`src/common/axi2iob_defines.svh`:
```
/*
 * Bus field widths for the AXI4 to IOb adapter.
 * Included by the package, which builds its field types from them.
 */
`ifndef AXI2IOB_DEFINES_SVH
`define AXI2IOB_DEFINES_SVH

// address and data buses
`define AXI2IOB_ADDR_W 32
`define AXI2IOB_DATA_W 32

// AXI4 burst fields
`define AXI2IOB_ID_W   8
`define AXI2IOB_LEN_W  8
`define AXI2IOB_SIZE_W 3

`endif

```
`src/common/axi2iob_pkg.sv`:
```
/*
 * Field types shared by the burst splitters, the IOb bridge and the
 * single-beat request interface. Also holds the splitter state type.
 */
`default_nettype none

`include "axi2iob_defines.svh"

package axi2iob_pkg;

   typedef logic [`AXI2IOB_ADDR_W-1:0]   addr_t;
   typedef logic [`AXI2IOB_DATA_W-1:0]   data_t;
   // one strobe bit per data byte
   typedef logic [`AXI2IOB_DATA_W/8-1:0] strb_t;
   typedef logic [`AXI2IOB_ID_W-1:0]     id_t;
   // beats in the burst minus one
   typedef logic [`AXI2IOB_LEN_W-1:0]    len_t;
   // log2 of bytes per beat
   typedef logic [`AXI2IOB_SIZE_W-1:0]   size_t;

   // read splitter never enters st_resp
   typedef enum logic [1:0] {
      st_idle = 2'd0,
      st_data = 2'd1,
      st_resp = 2'd2
   } burst_state_t;

endpackage

`default_nettype wire

```
`src/common/axil_if.sv`:
```
/*
 * Single-beat request channel from a burst splitter to the IOb bridge.
 * The splitter takes the mgr side, the bridge the sub side.
 */
`timescale 1ns/1ps
`default_nettype none

interface axil_if;
   import axi2iob_pkg::*;

   // request, held stable until accepted
   logic  req_valid;
   addr_t req_addr;
   data_t req_wdata;
   strb_t req_wstrb;
   logic  req_ready;

   // read data, a one-cycle pulse per accepted read
   logic  rsp_valid;
   data_t rsp_rdata;

   modport mgr (
      output req_valid,
      output req_addr,
      output req_wdata,
      output req_wstrb,
      input  req_ready,
      input  rsp_valid,
      input  rsp_rdata
   );

   modport sub (
      input  req_valid,
      input  req_addr,
      input  req_wdata,
      input  req_wstrb,
      output req_ready,
      output rsp_valid,
      output rsp_rdata
   );

endinterface

`default_nettype wire

```
`src/burst/axi_wr_splitter.sv`:
```
/*
 * Splits an AXI4 write burst into single-beat write requests, one per
 * W beat, and answers the burst with one B response.
 */
`timescale 1ns/1ps
`default_nettype none

module axi_wr_splitter (
   input  wire                       clk_i,
   input  wire                       arst_i,
   input  wire axi2iob_pkg::id_t     s_axi_awid_i,
   input  wire axi2iob_pkg::addr_t   s_axi_awaddr_i,
   input  wire axi2iob_pkg::len_t    s_axi_awlen_i,
   input  wire axi2iob_pkg::size_t   s_axi_awsize_i,
   input  wire                       s_axi_awvalid_i,
   output logic                      s_axi_awready_o,
   input  wire axi2iob_pkg::data_t   s_axi_wdata_i,
   input  wire axi2iob_pkg::strb_t   s_axi_wstrb_i,
   input  wire                       s_axi_wvalid_i,
   output logic                      s_axi_wready_o,
   output axi2iob_pkg::id_t          s_axi_bid_o,
   output logic                      s_axi_bvalid_o,
   input  wire                       s_axi_bready_i,
   axil_if.mgr                       wr_bus
);
   import axi2iob_pkg::*;

   burst_state_t state_q;
   id_t          id_q;
   addr_t        addr_q;
   len_t         cnt_q;
   size_t        size_q;
   data_t        wdata_q;
   strb_t        wstrb_q;
   logic         req_valid_q;
   logic         aw_hs;
   logic         w_hs;
   logic         req_hs;

   assign aw_hs  = s_axi_awready_o & s_axi_awvalid_i;
   assign w_hs   = s_axi_wready_o & s_axi_wvalid_i;
   assign req_hs = req_valid_q & wr_bus.req_ready;

   assign wr_bus.req_valid = req_valid_q;
   assign wr_bus.req_addr  = addr_q;
   assign wr_bus.req_wdata = wdata_q;
   assign wr_bus.req_wstrb = wstrb_q;

   // id stays put until the next AW, which waits for B to be taken
   assign s_axi_bid_o = id_q;

   always_ff @(posedge clk_i or posedge arst_i) begin
      if (arst_i) begin
         state_q         <= st_idle;
         s_axi_awready_o <= 1'b0;
         s_axi_wready_o  <= 1'b0;
         s_axi_bvalid_o  <= 1'b0;
         req_valid_q     <= 1'b0;
      end else begin
         case (state_q)
            st_idle: begin
               if (aw_hs) begin
                  s_axi_awready_o <= 1'b0;
                  s_axi_wready_o  <= 1'b1;
                  state_q         <= st_data;
               end else begin
                  s_axi_awready_o <= 1'b1;
               end
            end
            st_data: begin
               // one beat at a time, W is closed while the request is open
               if (w_hs) begin
                  s_axi_wready_o <= 1'b0;
                  req_valid_q    <= 1'b1;
               end else if (req_hs) begin
                  req_valid_q <= 1'b0;
                  if (cnt_q == '0) begin
                     s_axi_bvalid_o <= 1'b1;
                     state_q        <= st_resp;
                  end else begin
                     s_axi_wready_o <= 1'b1;
                  end
               end
            end
            st_resp: begin
               if (s_axi_bvalid_o && s_axi_bready_i) begin
                  s_axi_bvalid_o <= 1'b0;
                  state_q        <= st_idle;
               end
            end
            default: state_q <= st_idle;
         endcase
      end
   end

   // burst context and beat payload
   always_ff @(posedge clk_i) begin
      if (aw_hs) begin
         id_q   <= s_axi_awid_i;
         addr_q <= s_axi_awaddr_i;
         cnt_q  <= s_axi_awlen_i;
         size_q <= s_axi_awsize_i;
      end
      if (w_hs) begin
         wdata_q <= s_axi_wdata_i;
         wstrb_q <= s_axi_wstrb_i;
      end
      // incrementing burst only
      if (req_hs) begin
         addr_q <= addr_q + (addr_t'(1) << size_q);
         cnt_q  <= cnt_q - len_t'(1);
      end
   end

endmodule

`default_nettype wire

```
`src/burst/axi_rd_splitter.sv`:
```
/*
 * Splits an AXI4 read burst into single-beat read requests and returns
 * each response as one R beat, with rlast on the final one.
 */
`timescale 1ns/1ps
`default_nettype none

module axi_rd_splitter (
   input  wire                       clk_i,
   input  wire                       arst_i,
   input  wire axi2iob_pkg::id_t     s_axi_arid_i,
   input  wire axi2iob_pkg::addr_t   s_axi_araddr_i,
   input  wire axi2iob_pkg::len_t    s_axi_arlen_i,
   input  wire axi2iob_pkg::size_t   s_axi_arsize_i,
   input  wire                       s_axi_arvalid_i,
   output logic                      s_axi_arready_o,
   output axi2iob_pkg::id_t          s_axi_rid_o,
   output axi2iob_pkg::data_t        s_axi_rdata_o,
   output logic                      s_axi_rlast_o,
   output logic                      s_axi_rvalid_o,
   input  wire                       s_axi_rready_i,
   axil_if.mgr                       rd_bus
);
   import axi2iob_pkg::*;

   burst_state_t state_q;
   id_t          id_q;
   addr_t        addr_q;
   len_t         cnt_q;
   size_t        size_q;
   logic         last_q;
   logic         req_valid_q;
   logic         ar_hs;
   logic         req_hs;
   logic         r_hs;

   assign ar_hs  = s_axi_arready_o & s_axi_arvalid_i;
   assign req_hs = req_valid_q & rd_bus.req_ready;
   assign r_hs   = s_axi_rvalid_o & s_axi_rready_i;

   assign rd_bus.req_valid = req_valid_q;
   assign rd_bus.req_addr  = addr_q;
   assign rd_bus.req_wdata = '0;
   assign rd_bus.req_wstrb = '0;

   assign s_axi_rid_o   = id_q;
   // registered together with rvalid, cleared when the beat is taken
   assign s_axi_rlast_o = last_q;

   always_ff @(posedge clk_i or posedge arst_i) begin
      if (arst_i) begin
         state_q         <= st_idle;
         s_axi_arready_o <= 1'b0;
         s_axi_rvalid_o  <= 1'b0;
         last_q          <= 1'b0;
         req_valid_q     <= 1'b0;
      end else begin
         case (state_q)
            st_idle: begin
               if (ar_hs) begin
                  s_axi_arready_o <= 1'b0;
                  req_valid_q     <= 1'b1;
                  state_q         <= st_data;
               end else begin
                  s_axi_arready_o <= 1'b1;
               end
            end
            st_data: begin
               if (req_hs) begin
                  req_valid_q <= 1'b0;
               end
               // R slot is empty whenever a response can arrive
               if (rd_bus.rsp_valid) begin
                  s_axi_rvalid_o <= 1'b1;
                  last_q         <= (cnt_q == '0);
               end
               if (r_hs) begin
                  s_axi_rvalid_o <= 1'b0;
                  last_q         <= 1'b0;
                  if (last_q) begin
                     state_q <= st_idle;
                  end else begin
                     req_valid_q <= 1'b1;
                  end
               end
            end
            default: state_q <= st_idle;
         endcase
      end
   end

   always_ff @(posedge clk_i) begin
      if (ar_hs) begin
         id_q   <= s_axi_arid_i;
         addr_q <= s_axi_araddr_i;
         cnt_q  <= s_axi_arlen_i;
         size_q <= s_axi_arsize_i;
      end
      if (req_hs) begin
         addr_q <= addr_q + (addr_t'(1) << size_q);
      end
      if (rd_bus.rsp_valid) begin
         s_axi_rdata_o <= rd_bus.rsp_rdata;
         cnt_q         <= cnt_q - len_t'(1);
      end
   end

endmodule

`default_nettype wire

```
`src/axil2iob_bridge.sv`:
```
/*
 * Merges the write and read request streams onto one IOb manager port.
 * Reads win, and only one read may be outstanding on the IOb bus.
 */
`timescale 1ns/1ps
`default_nettype none

module axil2iob_bridge (
   input  wire                       clk_i,
   input  wire                       arst_i,
   axil_if.sub                       wr_bus,
   axil_if.sub                       rd_bus,
   output logic                      iob_valid_o,
   output axi2iob_pkg::addr_t        iob_addr_o,
   output axi2iob_pkg::data_t        iob_wdata_o,
   output axi2iob_pkg::strb_t        iob_wstrb_o,
   input  wire                       iob_ready_i,
   input  wire                       iob_rvalid_i,
   input  wire axi2iob_pkg::data_t   iob_rdata_i
);

   logic rd_pend_q;
   logic wr_has_strb;
   logic rd_go;
   logic wr_go;

   assign wr_has_strb = |wr_bus.req_wstrb;

   // nothing new goes out until the pending read returns
   assign rd_go = rd_bus.req_valid & ~rd_pend_q;
   assign wr_go = wr_bus.req_valid & ~rd_bus.req_valid & ~rd_pend_q;

   // write with no strobes set never reaches the bus
   assign iob_valid_o = rd_go | (wr_go & wr_has_strb);
   assign iob_addr_o  = rd_bus.req_valid ? rd_bus.req_addr : wr_bus.req_addr;
   assign iob_wdata_o = wr_bus.req_wdata;
   assign iob_wstrb_o = rd_bus.req_valid ? '0 : wr_bus.req_wstrb;

   assign rd_bus.req_ready = ~rd_pend_q & iob_ready_i;
   assign wr_bus.req_ready = ~rd_pend_q & ~rd_bus.req_valid & (iob_ready_i | ~wr_has_strb);

   // read data is passed straight through
   assign rd_bus.rsp_valid = rd_pend_q & iob_rvalid_i;
   assign rd_bus.rsp_rdata = iob_rdata_i;

   // writes complete on acceptance
   assign wr_bus.rsp_valid = 1'b0;
   assign wr_bus.rsp_rdata = '0;

   always_ff @(posedge clk_i or posedge arst_i) begin
      if (arst_i) begin
         rd_pend_q <= 1'b0;
      end else if (rd_go && iob_ready_i) begin
         rd_pend_q <= 1'b1;
      end else if (iob_rvalid_i) begin
         rd_pend_q <= 1'b0;
      end
   end

endmodule

`default_nettype wire

```
`src/axi2iob_top.sv`:
```
/*
 * AXI4 subordinate to IOb manager adapter, top level.
 * Bursts are split per beat and forwarded one IOb access at a time.
 */
`timescale 1ns/1ps
`default_nettype none

module axi2iob_top (
   input  wire                       clk_i,
   input  wire                       arst_i,

   // AXI4 write channels
   input  wire axi2iob_pkg::id_t     s_axi_awid_i,
   input  wire axi2iob_pkg::addr_t   s_axi_awaddr_i,
   input  wire axi2iob_pkg::len_t    s_axi_awlen_i,
   input  wire axi2iob_pkg::size_t   s_axi_awsize_i,
   input  wire                       s_axi_awvalid_i,
   output logic                      s_axi_awready_o,
   input  wire axi2iob_pkg::data_t   s_axi_wdata_i,
   input  wire axi2iob_pkg::strb_t   s_axi_wstrb_i,
   input  wire                       s_axi_wvalid_i,
   output logic                      s_axi_wready_o,
   output axi2iob_pkg::id_t          s_axi_bid_o,
   output logic                      s_axi_bvalid_o,
   input  wire                       s_axi_bready_i,

   // AXI4 read channels
   input  wire axi2iob_pkg::id_t     s_axi_arid_i,
   input  wire axi2iob_pkg::addr_t   s_axi_araddr_i,
   input  wire axi2iob_pkg::len_t    s_axi_arlen_i,
   input  wire axi2iob_pkg::size_t   s_axi_arsize_i,
   input  wire                       s_axi_arvalid_i,
   output logic                      s_axi_arready_o,
   output axi2iob_pkg::id_t          s_axi_rid_o,
   output axi2iob_pkg::data_t        s_axi_rdata_o,
   output logic                      s_axi_rlast_o,
   output logic                      s_axi_rvalid_o,
   input  wire                       s_axi_rready_i,

   // IOb manager
   output logic                      iob_valid_o,
   output axi2iob_pkg::addr_t        iob_addr_o,
   output axi2iob_pkg::data_t        iob_wdata_o,
   output axi2iob_pkg::strb_t        iob_wstrb_o,
   input  wire                       iob_ready_i,
   input  wire                       iob_rvalid_i,
   input  wire axi2iob_pkg::data_t   iob_rdata_i
);

   // per-beat request channels into the bridge
   axil_if wr_bus ();
   axil_if rd_bus ();

   axi_wr_splitter i_wr_splitter (
      .clk_i           (clk_i),
      .arst_i          (arst_i),
      .s_axi_awid_i    (s_axi_awid_i),
      .s_axi_awaddr_i  (s_axi_awaddr_i),
      .s_axi_awlen_i   (s_axi_awlen_i),
      .s_axi_awsize_i  (s_axi_awsize_i),
      .s_axi_awvalid_i (s_axi_awvalid_i),
      .s_axi_awready_o (s_axi_awready_o),
      .s_axi_wdata_i   (s_axi_wdata_i),
      .s_axi_wstrb_i   (s_axi_wstrb_i),
      .s_axi_wvalid_i  (s_axi_wvalid_i),
      .s_axi_wready_o  (s_axi_wready_o),
      .s_axi_bid_o     (s_axi_bid_o),
      .s_axi_bvalid_o  (s_axi_bvalid_o),
      .s_axi_bready_i  (s_axi_bready_i),
      .wr_bus          (wr_bus.mgr)
   );

   axi_rd_splitter i_rd_splitter (
      .clk_i           (clk_i),
      .arst_i          (arst_i),
      .s_axi_arid_i    (s_axi_arid_i),
      .s_axi_araddr_i  (s_axi_araddr_i),
      .s_axi_arlen_i   (s_axi_arlen_i),
      .s_axi_arsize_i  (s_axi_arsize_i),
      .s_axi_arvalid_i (s_axi_arvalid_i),
      .s_axi_arready_o (s_axi_arready_o),
      .s_axi_rid_o     (s_axi_rid_o),
      .s_axi_rdata_o   (s_axi_rdata_o),
      .s_axi_rlast_o   (s_axi_rlast_o),
      .s_axi_rvalid_o  (s_axi_rvalid_o),
      .s_axi_rready_i  (s_axi_rready_i),
      .rd_bus          (rd_bus.mgr)
   );

   axil2iob_bridge i_bridge (
      .clk_i        (clk_i),
      .arst_i       (arst_i),
      .wr_bus       (wr_bus.sub),
      .rd_bus       (rd_bus.sub),
      .iob_valid_o  (iob_valid_o),
      .iob_addr_o   (iob_addr_o),
      .iob_wdata_o  (iob_wdata_o),
      .iob_wstrb_o  (iob_wstrb_o),
      .iob_ready_i  (iob_ready_i),
      .iob_rvalid_i (iob_rvalid_i),
      .iob_rdata_i  (iob_rdata_i)
   );

endmodule

`default_nettype wire

```
`config.mk`:
```
export PLATFORM = sky130hd
export DESIGN_NAME = axi2iob_top
export DESIGN_NICKNAME = d
export VERILOG_FILES = /design/src/common/axi2iob_pkg.sv /design/src/common/axil_if.sv /design/src/burst/axi_wr_splitter.sv /design/src/burst/axi_rd_splitter.sv /design/src/axil2iob_bridge.sv /design/src/axi2iob_top.sv
export VERILOG_INCLUDE_DIRS = /design/src /design/src/common
export SDC_FILE = /design/constraint.sdc
export NUM_CORES = 1
export LEC_CHECK = 0
export BUFFER_PORTS_ARGS = -buffer_cell sky130_fd_sc_hd__buf_2
export CAP_MARGIN = 0
export CORE_MARGIN = 1.5
export CORE_UTILIZATION = 35
export CTS_CLUSTER_SIZE = 24
export DETAILED_ROUTE_END_ITERATION = 7
export SLEW_MARGIN = 10
export SYNTH_ARGS = -nofsm -noshare
export SYNTH_HDL_FRONTEND = slang
export SYNTH_SLANG_ARGS = --single-unit
```
`constraint.sdc`:
```
create_clock -name clk_i -period 2.8 [get_ports clk_i]
set_clock_uncertainty 0.2 [all_clocks]
set_input_delay 0.56 -clock clk_i [delete_from_list [all_inputs] [get_ports clk_i]]
set_output_delay 0.56 -clock clk_i [all_outputs]
set_load 0.02 [all_outputs]
```
Word-level counts from Yosys, hierarchy flattened
Cells that the tools add are included.
Cells by class
  $add $sub $neg: 4
  eq/ne operators: 13
  shift operators: 2
  muxes and demuxes: 45
  bitwise logic cells: 19
  reduce and logical (&&, ||, !) cells: 23
Operator list (number)
  two-way mux 32 bit: 5
  adder 32 bit: 2
  left shift 1 x 3 -> 32 bit, first input constant: 2
  two-way mux 8 bit: 4
  two-way mux 1 bit: 22
  nonzero test 2 bit: 9
  logical NOT 8 bit: 2
  two-way mux 2 bit: 8
  subtractor 8 x 1 -> 8 bit, second input constant: 2
  bitwise AND 1 bit: 14
  inequality test 2 x 1 -> 1 bit, second input constant: 7
  AND reduction 5 bit: 2
  case mux 1 bit (2 select lines): 3
  case mux 2 bit (3 select lines): 1
  AND reduction 2 bit: 3
  == test 2 x 1 -> 1 bit, second input constant: 2
  logical NOT 2 bit: 2
  two-way mux 4 bit: 1
  case mux 2 bit (2 select lines): 1
  AND reduction 4 bit: 1
  OR reduction 4 bit: 1
  inequality test 3 x 1 -> 1 bit, second input constant: 1
  inequality test 3 x 2 -> 1 bit, second input constant: 1
  inverter 1 bit: 3
  5 further kinds: 7
Storage, ports and cells
  bits in registers: 183
  input port bits: 179
  output and inout port bits: 123
  word-level logic and storage cells: 128

Logic depth before layout (Yosys ltp)
Gate-level depths: netlist of run 1.
  word-level depth: 8
  depth in mapped cells: 11
  mapped depth without buffers: 9

Cells and area by module
A second synthesis of run 1 with hierarchy kept.
Second synthesis, totals
  cells, all modules: 897
  area, all modules: 10395.0 um2
Modules (own cells, without submodules)
  axi_rd_splitter: instances 1, cells an instance 386, area an instance 4713.3 um2, seq. area each 2617.5 um2
  axi_wr_splitter: instances 1, cells an instance 361, area an instance 4426.7 um2, seq. area each 2762.6 um2
  axil2iob_bridge: instances 1, cells an instance 150, area an instance 1255.0 um2, seq. area each 25.0 um2

Worst setup path after synthesis of run 1
No wires, ideal clock.
  path kind: input to register
  start: input port iob_ready_i
  end: register i_wr_splitter.cnt_q[0], enable pin
  library setup time: 0.531 ns
  arrival time: 2.033 ns
  required time: 2.069 ns
  path slack: 0.035 ns
  stages: 3
  path buffers: 1
  path through: o211ai_1 > clkbuf_1 > nand2_1
On the way
  word-level cells in the longest chain between the ends: 4
RTL lines
  start: declaration: line axi2iob_top.sv:45  | input wire iob_ready_i,
  bitwise OR 1 bit: line axil2iob_bridge.sv:40  | assign wr_bus.req_ready = ~rd_pend_q & ~rd_bus.req_valid & (iob_ready_i | ~wr_has_strb);
  bitwise AND 1 bit: line axil2iob_bridge.sv:40
  bitwise AND 1 bit: line axi_wr_splitter.sv:42  | assign req_hs = req_valid_q & wr_bus.req_ready;
  nonzero test 2 bit (no line)
  end signal: assignment: line axi_wr_splitter.sv:101  | cnt_q <= s_axi_awlen_i;
  end signal: assignment: line axi_wr_splitter.sv:111  | cnt_q <= cnt_q - len_t'(1);
  end: declaration: line axi_wr_splitter.sv:31  | len_t cnt_q;
No other way between the ends.
A chain may end at the register's enable or synchronous reset.

Worst setup path in the final report of run 1
  start: register i_rd_splitter.size_q[0]
  end: register i_rd_splitter.addr_q[25], in the netlist i_rd_splitter.rd_bus.req_addr[25] (data pin)
On the way
  word-level cells in the longest chain between the ends: 3
RTL lines
  start: declaration: line axi_rd_splitter.sv:30  | size_t size_q;
  start signal: assignment: line axi_rd_splitter.sv:97  | size_q <= s_axi_arsize_i;
  left shift 1 x 3 -> 32 bit: line axi_rd_splitter.sv:100  | addr_q <= addr_q + (addr_t'(1) << size_q);
  adder 32 bit: line axi_rd_splitter.sv:100
  two-way mux 32 bit: line axi_rd_splitter.sv:99  | if (req_hs) begin
  end signal: assignment: line axi_rd_splitter.sv:95  | addr_q <= s_axi_araddr_i;
  end signal: assignment: line axi_rd_splitter.sv:100
  end: declaration: line axi_rd_splitter.sv:28  | addr_t addr_q;
No other way between the ends.

==> results.md, run 1 <==
- Status: finished, final reports clean
- Synthesized flop and latch total: about 180
- Pre-antenna DRT Iters: 5
- Final nets: around 1.3k
- Max-cap check violation count: 0
- Leading cell types in the layout, fill and taps excluded: sky130_fd_sc_hd__buf_2, sky130_fd_sc_hd__edfxtp_1, sky130_fd_sc_hd__nand2_1, sky130_fd_sc_hd__o21ai_0, sky130_fd_sc_hd__xor2_1
- Number of global-route vias before repair: roughly 6.9k
- Async set or reset register ratio after synthesis: 0.0659
- Kind of critical path: flip-flop to flip-flop
- CTS Root Buffer Type: sky130_fd_sc_hd__clkbuf_16
- Slew margin rel.: 0.628
- Proportion of power drawn by flip-flops and latches: 0.407
- Total design power: ~11 mW
- Vias after detailed routing: a little under 7k
- Least-Margin Pin Slew: ~0.56 ns
- Number of distinct library cells after synthesis: 53
- Number of warning messages in the yosys log: 0
- Comb pwr share: 0.352
- Starting density of the core: 0.356
- Global route overflow: 0
- Die area: 0.0265 mm²
- Prevailing post-synth register cell: sky130_fd_sc_hd__edfxtp_1
- Clk pin slew, worst setup/hold paths: 0.09 ns
- Finish-stage setup viols: 0
- Most frequent standard cell in the layout excluding fill and tap cells: sky130_fd_sc_hd__buf_2
- Worst min-delay path category: primary input to flip-flop
- Required time at the worst-slack endpoint: 2.77 ns
- Synth Net Count: 931
- Overall die width: between 150 and 200 µm
- Endpoint type of the worst setup path: flip-flop
- Wire length of the first global-routing pass: ~38000 µm
- Pwr per Cell Area: approximately 910 mW/mm²
- Switching power: roughly 4.1 mW
- Cell leakage power: 4.97 nW
- Fraction of layout instances using a drive strength above 1: 0.433
- Total GRT Usage: 0.192
- Maximum ir drop on the vdd rail: roughly 420 µV
- TritonCTS sink count: about 180
- Initial antenna violation count: 9
- P&R area growth vs syn: 34.5%
- Timing-limited maximum frequency: 0.367 GHz
- Number of instances in the synthesized netlist: between 700 and 800
- Overall die height: between 150 and 200 µm
- Power Internal: 6.75 mW
- Latest clock arrival within the worst-skew pair: about 0.44 ns
- DRC Markers: 0
- I/O Buffers: 301
- Floorplan row count: between 50 and 60
- Number of synthesized flops with an enable pin: 170
- Min Tclk post-route: 2.73 ns
- Cell Area, Synth: 0.00893 mm²
- Syn_area_per_cell: between 10 and 15 µm²
- Count of non-filler cells in the finished layout: 1407
- Clock buffers created by TritonCTS: 17
- Worst hold margin: 0.0897 ns
- Post-DP HPWL: 18900 µm
- Power share of the clock group: 0.240
- Area of the placeable core: around 0.025 mm²
- CP Max Fanout: 8
- Layout Utilization: 0.478
- Instance count after placement with tap cells included: around 1.4k
- GP Congestion: 0.823
- Final ANT Viol Nets: 0
- Period utilisation layout: 0.973
- Clock tree from TritonCTS: done
- Via count normalized by instance count: slightly below 5
- Max-slew violations: 0
- Data arrival time of the critical path: between 2 and 3 ns
- Number of levels the H-tree was split into: 4
- Net switching share of the total power: 0.380
- Maximum buffer depth of the clock tree: 2
- Aggregate routed wire length: around 26000 µm
- Share of the yosys chip area belonging to registers: 0.605
- Unrepaired setup endpoints after global routing: yes
- Count of boundary I/O pins: between 300 and 400
- Largest net degree at the start of global routing: 63
- Setup crit start kind: flip-flop
- Detail-routed net length per standard cell: between 15 and 20 µm
- Final count of hold timing violations: 0
- TNS Setup: 0 ns
- DRT iter0 DRCs: between 300 and 400
## power groups by stage
stage          Sequential, mW  Combinational (mW)  Clock, mW
2_1_floorplan            4.56                2.25          0
3_3_place_gp             4.45                3.67          0
5_1_grt                  4.53                4.21       2.78
3_5_place_dp             4.46                3.69          0
4_1_cts                  4.41                3.71       2.68
6_report                 4.43                3.83       2.61
## cell usage after synthesis, drive strengths merged (2+ instances only)
library cell	n	share of area
edfxtp	170	0.57
nand2	114	0.048
o21ai	94	0.054
xor2	38	0.037
mux2	37	0.047
xnor2	33	0.032
nor2	24	0.010
clkbuf	22	0.0093
ha	19	0.027
a21oi	18	0.010
nor3	18	0.011
and3	16	0.012
inv	15	0.0063
nand3	15	0.0084
a21o	13	0.011
dfrtp	12	0.034
o211ai	10	0.0090
and4	7	0.0071
nand4	6	0.0049
nor3b	6	0.0050
a31oi	5	0.0035
and3b	5	0.0049
a211oi	4	0.0053
buf	4	0.0039
nor2b	4	0.0028
nand2b	3	0.0021
o21a	3	0.0025
and2	2	0.0017
fa	2	0.0045
nand3b	2	0.0017
nor4	2	0.0014
## critical path, stage by stage, from the launching register on
cell and delay, ns:
sky130_fd_sc_hd__edfxtp_1 0.51, sky130_fd_sc_hd__nor3b_2 0.31, sky130_fd_sc_hd__ha_4 0.26, sky130_fd_sc_hd__and4_1 0.18
sky130_fd_sc_hd__a211oi_2 0.27, sky130_fd_sc_hd__a31oi_2 0.13, sky130_fd_sc_hd__buf_4 0.17, sky130_fd_sc_hd__buf_8 0.14
sky130_fd_sc_hd__nand3_2 0.08, sky130_fd_sc_hd__xor2_1 0.15, sky130_fd_sc_hd__o21ai_1 0.07
## cell families (layout without fill, tap and decap cells)
family,Yosys count,in the layout,share of synthesized area
other,0,2,0
multiplexers,37,37,0.0467
flip-flops,182,182,0.605
buffers and inverters,42,385,0.0231
adder cells (fa/ha/maj),21,21,0.0311
AND/OR/NAND/NOR,226,227,0.123
XOR/XNOR,71,71,0.0697
AO/OA/AOI/OAI,152,152,0.101
## final timing paths
path / start / to / slack [ns] / cells past startpoint
worst min register to register: i_rd_splitter.s_axi_rlast_o / i_rd_splitter.state_q[0] / 0.31 / 1
max in group asynchronous: arst_i / i_rd_splitter.rd_bus.req_valid / 1.55 / 3
min in group asynchronous: arst_i / i_wr_splitter.s_axi_awready_o / 0.49 / 3
worst max-delay path: i_rd_splitter.size_q[0] / i_rd_splitter.rd_bus.req_addr[25] / 0.07 / 10
worst min-delay path: iob_rdata_i[28] / i_rd_splitter.s_axi_rdata_o[28] / 0.09 / 1
worst max register to register: i_rd_splitter.size_q[0] / i_rd_splitter.rd_bus.req_addr[25] / 0.07 / 10
## what timing repair did
action / in CTS / in global routing
gates resized for setup: 0 / 67
hold buffers: 1 / 0
endpoints found under the hold margin: 12 / 0
setup endpoints to repair: 0 / 48
setup buffers: 0 / 11
## cell type report
cell class	instances	area [µm²]
timing repair buffer	338	1880
clock buffer	17	425
sequential	182	5410
fill	2382	13100
multi-input combinational	508	3590
inverter	15	56.3
clock inverter	15	230
antenna	2	5.00
tap	330	413
## metal layers
| layer | up-vias | share of wire | GRT usage | routed length, µm |
|---|---|---|---|---|
| met4 | 6 | 0.012 | 0.0438 | 310 |
| li1 | 3345 | - | - | - |
| met5 | - | 0.0017 | 0 | 44 |
| met1 | 3248 | 0.40 | 0.230 | 10300 |
| met3 | 28 | 0.078 | 0.0665 | 2000 |
| met2 | 251 | 0.51 | 0.331 | 13000 |
## through the flow
step | instance area [µm²] | setup slack (ns)
after global placement | 11000 | 0.0829
after floorplan | 8930 | 0.0351
final | 12000 | 0.0750
after detailed placement | 11000 | 0.0140
after CTS | 11600 | 0.00767
after global routing | 12000 | -0.0946
## flip-flops by register name, indices dropped and copies added (netlist names), 3 cells and up
name,count
i_rd_splitter.s_axi_rdata_o,32
i_wr_splitter.wr_bus.req_wstrb,4
i_wr_splitter.s_axi_bid_o,8
i_wr_splitter.wr_bus.req_wdata,32
i_wr_splitter.cnt_q,8
i_rd_splitter.cnt_q,8
i_wr_splitter.size_q,3
i_rd_splitter.size_q,3
i_wr_splitter.wr_bus.req_addr,32
i_rd_splitter.s_axi_rid_o,8
i_rd_splitter.rd_bus.req_addr,32
Power figures use the tool's default switching activity.
==> run 2: changes to the inputs <==
--- a/config.mk
+++ b/config.mk
@@ -15,4 +15,5 @@
 export SLEW_MARGIN = 10
 export SYNTH_ARGS = -nofsm -noshare
 export SYNTH_HDL_FRONTEND = slang
+export SYNTH_HIERARCHICAL = 1
 export SYNTH_SLANG_ARGS = --single-unit
==> run 2 against run 1 <==
Sequential share of layout area fell by 1.9 points. Sequential power fell by 10%. Flip-flop and latch count did not move. Register-to-register slack lost 0.07 ns. Critical path depth decreased by 1. Largest cell class unchanged.
==> results.md, run 2 <==
- Timing-limited maximum frequency: 0.358 GHz
- Wire length of the first global-routing pass: a little under 40000 µm
- Kind of critical path: flip-flop to flip-flop
- Total GRT Usage: 0.174
- Syn_area_per_cell: between 10 and 15 µm²
- Worst stage delay on the critical path: approximately 0.57 ns
- Post-Place Worst Slack: -0.0210 ns
- Comb pwr share: 0.325
- Post-Place Cell Area: around 0.012 mm²
- Unrepaired setup endpoints after global routing: yes
- Aggregate routed wire length: between 20000 and 30000 µm
- Met3 usage in global routing: 0.0527
- Worst path top cell family by delay: compound AO/OA/AOI/OAI gates
- GP Congestion: around 0.85
- Pwr per Cell Area: about 760 mW/mm²
- Met1 capacity usage during global routing: 0.221
- Endpoint type of the worst setup path: flip-flop
- Count of boundary I/O pins: slightly above 300
- Layout Utilization: 0.451
- Number of warning messages in the yosys log: 6
- Setup crit start kind: flip-flop
- Data arrival time of the critical path: around 2.8 ns
- Slew margin rel.: 0.674
- Synth Net Count: roughly 1.0k
- Net switching share of the total power: 0.364
- Floorplan row count: 61
- Worst min-delay path category: primary input to flip-flop
- Final nets: about 1.3k
- Power share of the clock group: 0.256
- Latest clock arrival within the worst-skew pair: about 0.43 ns
- Finish-stage setup viols: 0
- CTS Root Buffer Type: sky130_fd_sc_hd__clkbuf_16
- Cells traversed along the worst timing path: buf_6 -> and3_4 -> ha_4 -> inv_2 -> a2111o_2 -> buf_6 -> a211oi_2 -> xnor2_1 -> o21ai_1
- Total design power: about 9.5 mW
- Clk pin slew, worst setup/hold paths: about 0.080 ns
- DRC Markers: 0
- Cell leakage power: a little under 5 nW
- Clock tree from TritonCTS: done
- Final count of hold timing violations: 0
- Layer with the highest usage after global routing: met2
- Logic depth of the worst register-to-register path: 9
- Min Tclk post-route: approximately 2.8 ns
- Detail-routed net length per standard cell: 17.3 µm
- Required time at the worst-slack endpoint: 2.77 ns
- Number of global-route vias before repair: 6974
- Met2 GRT Util: 0.281
- Proportion of power drawn by flip-flops and latches: 0.420
- Max-slew violations: 0
- Pre-antenna DRT Iters: 5
- Initial antenna violation count: 2
- Maximum buffer depth of the clock tree: 2
- Overall die height: approximately 170 µm
- I/O Buffers: 301
- P&R area growth vs syn: 27.0%
- Status: finished, final reports clean
- Crit path setup slack, layout: 0.00649 ns
- CP Max Fanout: 6
- Max-cap check violation count: 0
- Die area: between 0.02 and 0.03 mm²
- DRT iter0 DRCs: ~490
- Crit path buffers/inverters: 3
- Non-Filler Cell Area, Final: 0.0125 mm²
- Leading cell types in the layout, fill and taps excluded: sky130_fd_sc_hd__buf_2, sky130_fd_sc_hd__edfxtp_1, sky130_fd_sc_hd__nand2_1, sky130_fd_sc_hd__buf_4, sky130_fd_sc_hd__xnor2_1
- Most frequent standard cell in the layout excluding fill and tap cells: sky130_fd_sc_hd__buf_2
- Overall die width: 171 µm
- Switching power: around 3.4 mW
- Worst hold path depth: 1
- Least-Margin Pin Slew: a little under 0.5 ns
- Global route overflow: 0
- Largest net degree at the start of global routing: a little over 40
- Power Internal: about 6.0 mW
- Via count normalized by instance count: 4.88
- Clock buffers created by TritonCTS: 17
- Number of levels the H-tree was split into: 4
- Post-DP HPWL: 19600 µm
- Starting density of the core: 0.355
- Most repeated library cell on the critical path: sky130_fd_sc_hd__buf_6
- CP max-delay cell: sky130_fd_sc_hd__a2111o_2
- Cell Area, Synth: 0.00987 mm²
- Vias after detailed routing: between 7k and 8k
- Number of instances in the synthesized netlist: between 800 and 900
- Final ANT Viol Nets: 0
- Area of the placeable core: approximately 0.028 mm²
- Maximum ir drop on the vdd rail: roughly 360 µV
- TNS Setup: 0 ns
- Depth of the critical timing path with buffers and inverters included: 9
- Fraction of layout instances using a drive strength above 1: 0.443
- TritonCTS sink count: approximately 180
- Period utilisation layout: 0.998
## run 2: through the flow
stage,hold WS (ns),instances
global route,0.0661,1501
CTS,0.0743,1483
detailed placement,0.271,1450
finish,0.0980,1502
global placement,0.271,1450
floorplan,0.0887,826
## run 2: final cells by class
| cell class | count | area [µm²] |
|---|---|---|
| well taps | 378 | 473 |
| repair buffers | 363 | 2060 |
| multi-input cells | 525 | 3920 |
| diodes | 1 | 2.50 |
| clock buffers | 17 | 425 |
| fillers | 2688 | 15300 |
| inverters | 21 | 78.8 |
| clock inverters | 15 | 165 |
| flip-flops and latches | 182 | 5410 |
## run 2: repair_timing
item                       CTS  global route
pin swaps                    0            45
setup endpoints to repair   10            49
resized for setup            5            50
hold endpoints to repair    12             0
hold buffers                 1             0
buffers inserted             0            18
gates cloned                 0             0
## run 2: worst register-to-register path, delay by kind of cell, from the launching register on
family          cells  cell delay, ns
buf+inv             3            0.41
simple gates        1            0.18
compound gates      3            0.84
flops               1            0.48
fa+ha+maj           1            0.28
xor+xnor            1            0.15
## run 2: metal layers
layer  vias to the layer above  routed length (µm)
li1                       3558                   -
met5                         -                   7
met4                         2                 597
met1                      3486               11000
met2                       251               12600
met3                        33                1860
## run 2: worst paths after layout
path,startpoint,endpoint,slack [ns]
worst max-delay path,i_wr_splitter/size_q[2],i_wr_splitter/wr_bus.req_addr[21],0.006
worst min-delay path,s_axi_wdata_i[1],i_wr_splitter/wr_bus.req_wdata[1],0.1
worst max register to register,i_wr_splitter/size_q[2],i_wr_splitter/wr_bus.req_addr[21],0.006
worst min register to register,i_rd_splitter/cnt_q[7],i_rd_splitter/s_axi_rlast_o,0.29
max in group asynchronous,arst_i,i_wr_splitter/state_q[0],1.72
min in group asynchronous,arst_i,i_bridge/rd_pend_q,0.39
## run 2: power by group through the flow
stage / Combinational, mW / Sequential [mW] / Clock, mW
3_3_place_gp: 2.93 / 4.01 / 0
2_1_floorplan: 1.94 / 4.02 / 0
3_5_place_dp: 2.96 / 4.03 / 0
6_report: 3.07 / 3.97 / 2.42
4_1_cts: 2.98 / 3.97 / 2.48
5_1_grt: 3.33 / 4.04 / 2.58
==> run 3: changes to the inputs <==
--- a/config.mk
+++ b/config.mk
@@ -8,7 +8,6 @@
 export LEC_CHECK = 0
 export BUFFER_PORTS_ARGS = -buffer_cell sky130_fd_sc_hd__buf_2
 export CAP_MARGIN = 0
-export CORE_MARGIN = 1.5
 export CORE_UTILIZATION = 35
 export CTS_CLUSTER_SIZE = 24
 export DETAILED_ROUTE_END_ITERATION = 7
==> run 3 against run 2 <==
Clock power fell by 3%. Count of clock-buffer cells in the layout rose by 1. Flip-flop and latch count did not move. Register-to-register slack barely moved. Total power fell by 0.58%. Sequential power barely moved. Hold slack got worse by 0.0054 ns. Sequential share of layout area rose by 0.073 points. Setup slack improved by 0.0013 ns. Maximum frequency barely moved. Non-clock buffer count fell by 6. Critical endpoint is now i_wr_splitter/wr_bus.req_addr[23].
==> results.md, run 3 (same netlist as run 2, synthesis figures left out) <==
- Status: finished, final reports clean
- Maximum ir drop on the vdd rail: between 300 and 400 µV
- Timing-limited maximum frequency: 0.358 GHz
- Count of non-filler cells in the finished layout: around 1.5k
- Final nets: around 1.3k
- Final count of hold timing violations: 0
- Cell leakage power: 4.90 nW
- Leading cell types in the layout, fill and taps excluded: sky130_fd_sc_hd__buf_2, sky130_fd_sc_hd__edfxtp_1, sky130_fd_sc_hd__nand2_1, sky130_fd_sc_hd__xnor2_1, sky130_fd_sc_hd__buf_4
- DRT iter0 DRCs: 505
- Initial antenna violation count: 5
- Worst hold margin: slightly above 0.09 ns
- Max-slew violations: 0
- Aggregate routed wire length: ~26000 µm
- Number of levels the H-tree was split into: 4
- Clock buffers created by TritonCTS: 17
- Overall die height: roughly 170 µm
- Register Area: approximately 0.0054 mm²
- Logic depth of the worst register-to-register path: 9
- Count of boundary I/O pins: around 300
- Finish-stage setup viols: 0
- Instance count after placement with tap cells included: about 1.4k
- Overall die width: roughly 170 µm
- Clock tree from TritonCTS: done
- CP Max Fanout: 6
- Area of the placeable core: around 0.028 mm²
- Pwr per Cell Area: between 700 and 800 mW/mm²
- Area taken by multi-input logic gates: about 0.0040 mm²
- Most frequent standard cell in the layout excluding fill and tap cells: sky130_fd_sc_hd__buf_2
- Final ANT Viol Nets: 0
- CTS Root Buffer Type: sky130_fd_sc_hd__clkbuf_16
- P&R area growth vs syn: 26.7%
- Required time at the worst-slack endpoint: between 2 and 3 ns
- Layout Utilization: 0.450
- Post-Place Worst Slack: -0.0187 ns
- Unrepaired setup endpoints after global routing: yes
- Starting density of the core: 0.355
- Endpoint type of the worst setup path: flip-flop
- Largest net degree at the start of global routing: between 40 and 50
- TNS Setup: 0 ns
- Via count normalized by instance count: ~5
- Floorplan row count: 61
- Global route overflow: 0
- Wire length of the first global-routing pass: ~38000 µm
- Total GRT Usage: 0.174
- Number of fill cells in the layout: around 2.7k
- Vias after detailed routing: roughly 7.3k
- Non-Filler Cell Area, Final: 0.0125 mm²
- GP Congestion: approximately 0.84
- Setup crit start kind: flip-flop
- Period utilisation layout: 0.997
- Worst hold path depth: 1
- Slew margin rel.: 0.675
- DRC Markers: 0
- Number of global-route vias before repair: approximately 7k
- Least-Margin Pin Slew: just under 0.5 ns
- Die area: 0.0289 mm²
- Crit path setup slack, layout: 0.00777 ns
- I/O Buffers: 301
- Max-cap check violation count: 0
- TritonCTS sink count: approximately 180
- Kind of critical path: flip-flop to flip-flop
- Min Tclk post-route: 2.79 ns
- Post-DP HPWL: between 15000 and 20000 µm
- Post-Place Cell Area: between 0.01 and 0.015 mm²
- Maximum buffer depth of the clock tree: 2
- Pre-antenna DRT Iters: 5
- Clk pin slew, worst setup/hold paths: ~0.080 ns
- Fraction of layout instances using a drive strength above 1: 0.440
- Data arrival time of the critical path: approximately 2.8 ns
- Detail-routed net length per standard cell: between 15 and 20 µm
- Worst min-delay path category: primary input to flip-flop
- Latest clock arrival within the worst-skew pair: approximately 0.43 ns
- Total design power: approximately 9.4 mW
run 3: cell count changes in the layout (fill, tap and decap cells not counted), moves of 2 or more:
cell,previous run,this run
sky130_fd_sc_hd__buf_4,45,39
sky130_fd_sc_hd__clkinvlp_4,0,2
sky130_fd_sc_hd__inv_8,2,5
sky130_fd_sc_hd__clkinv_4,1,4
sky130_fd_sc_hd__a21oi_2,7,5
sky130_fd_sc_hd__diode_2,1,3
sky130_fd_sc_hd__nand3_1,21,19
sky130_fd_sc_hd__a21oi_1,24,26
sky130_fd_sc_hd__nand3_2,2,4
sky130_fd_sc_hd__inv_6,5,1
sky130_fd_sc_hd__clkinv_8,5,1
run 3: per-layer routing:
metal	track usage	share of wire	vias to the layer above
met5	0	0.00031	-
met4	0.0591	0.017	2
met3	0.0467	0.072	22
met2	0.283	0.49	226
met1	0.224	0.43	3474
li1	-	-	3555
run 3: repair_timing:
action / CTS / global route
endpoints found under the hold margin: 12 / 0
pin swaps: 1 / 38
setup buffers: 0 / 14
endpoints found under the setup margin: 12 / 44
hold buffers: 1 / 0
resized for setup: 4 / 52
gates cloned: 0 / 1
run 3: path summary, 6_finish.rpt:
kind | startpoint | endpoint | slack, ns
worst min register to register | i_rd_splitter/cnt_q[7] | i_rd_splitter/s_axi_rlast_o | 0.29
min in group asynchronous | arst_i | i_bridge/rd_pend_q | 0.39
worst min-delay path | iob_rdata_i[31] | i_rd_splitter/s_axi_rdata_o[31] | 0.09
worst max-delay path | i_wr_splitter/size_q[1] | i_wr_splitter/wr_bus.req_addr[23] | 0.008
max in group asynchronous | arst_i | i_wr_splitter/s_axi_wready_o | 1.73
worst max register to register | i_wr_splitter/size_q[1] | i_wr_splitter/wr_bus.req_addr[23] | 0.008
run 3: final cells by class:
class / instances / area share
Inverter: 21 / 0.00630
Sequential cell: 182 / 0.432
Tap cell: 378 / 0.0378
Antenna cell: 3 / 0.000600
Multi-Input combinational cell: 526 / 0.316
Timing Repair Buffer: 357 / 0.162
Clock inverter: 14 / 0.0108
Clock buffer: 18 / 0.0343
run 3: where the power goes:
group          internal [mW]  switching [mW]
Combinational           1.26            1.82
Clock                   1.18            1.17
Sequential              3.58           0.401
run 3: worst max-delay path, cell delays in order, from the launching register on:
cell and delay, ns:
sky130_fd_sc_hd__edfxtp_1 0.48, sky130_fd_sc_hd__buf_6 0.17, sky130_fd_sc_hd__and3_1 0.19, sky130_fd_sc_hd__ha_4 0.31, sky130_fd_sc_hd__inv_2 0.06, sky130_fd_sc_hd__a2111o_1 0.50, sky130_fd_sc_hd__buf_6 0.21, sky130_fd_sc_hd__a211oi_2 0.19
sky130_fd_sc_hd__xnor2_1 0.15, sky130_fd_sc_hd__o21ai_1 0.07
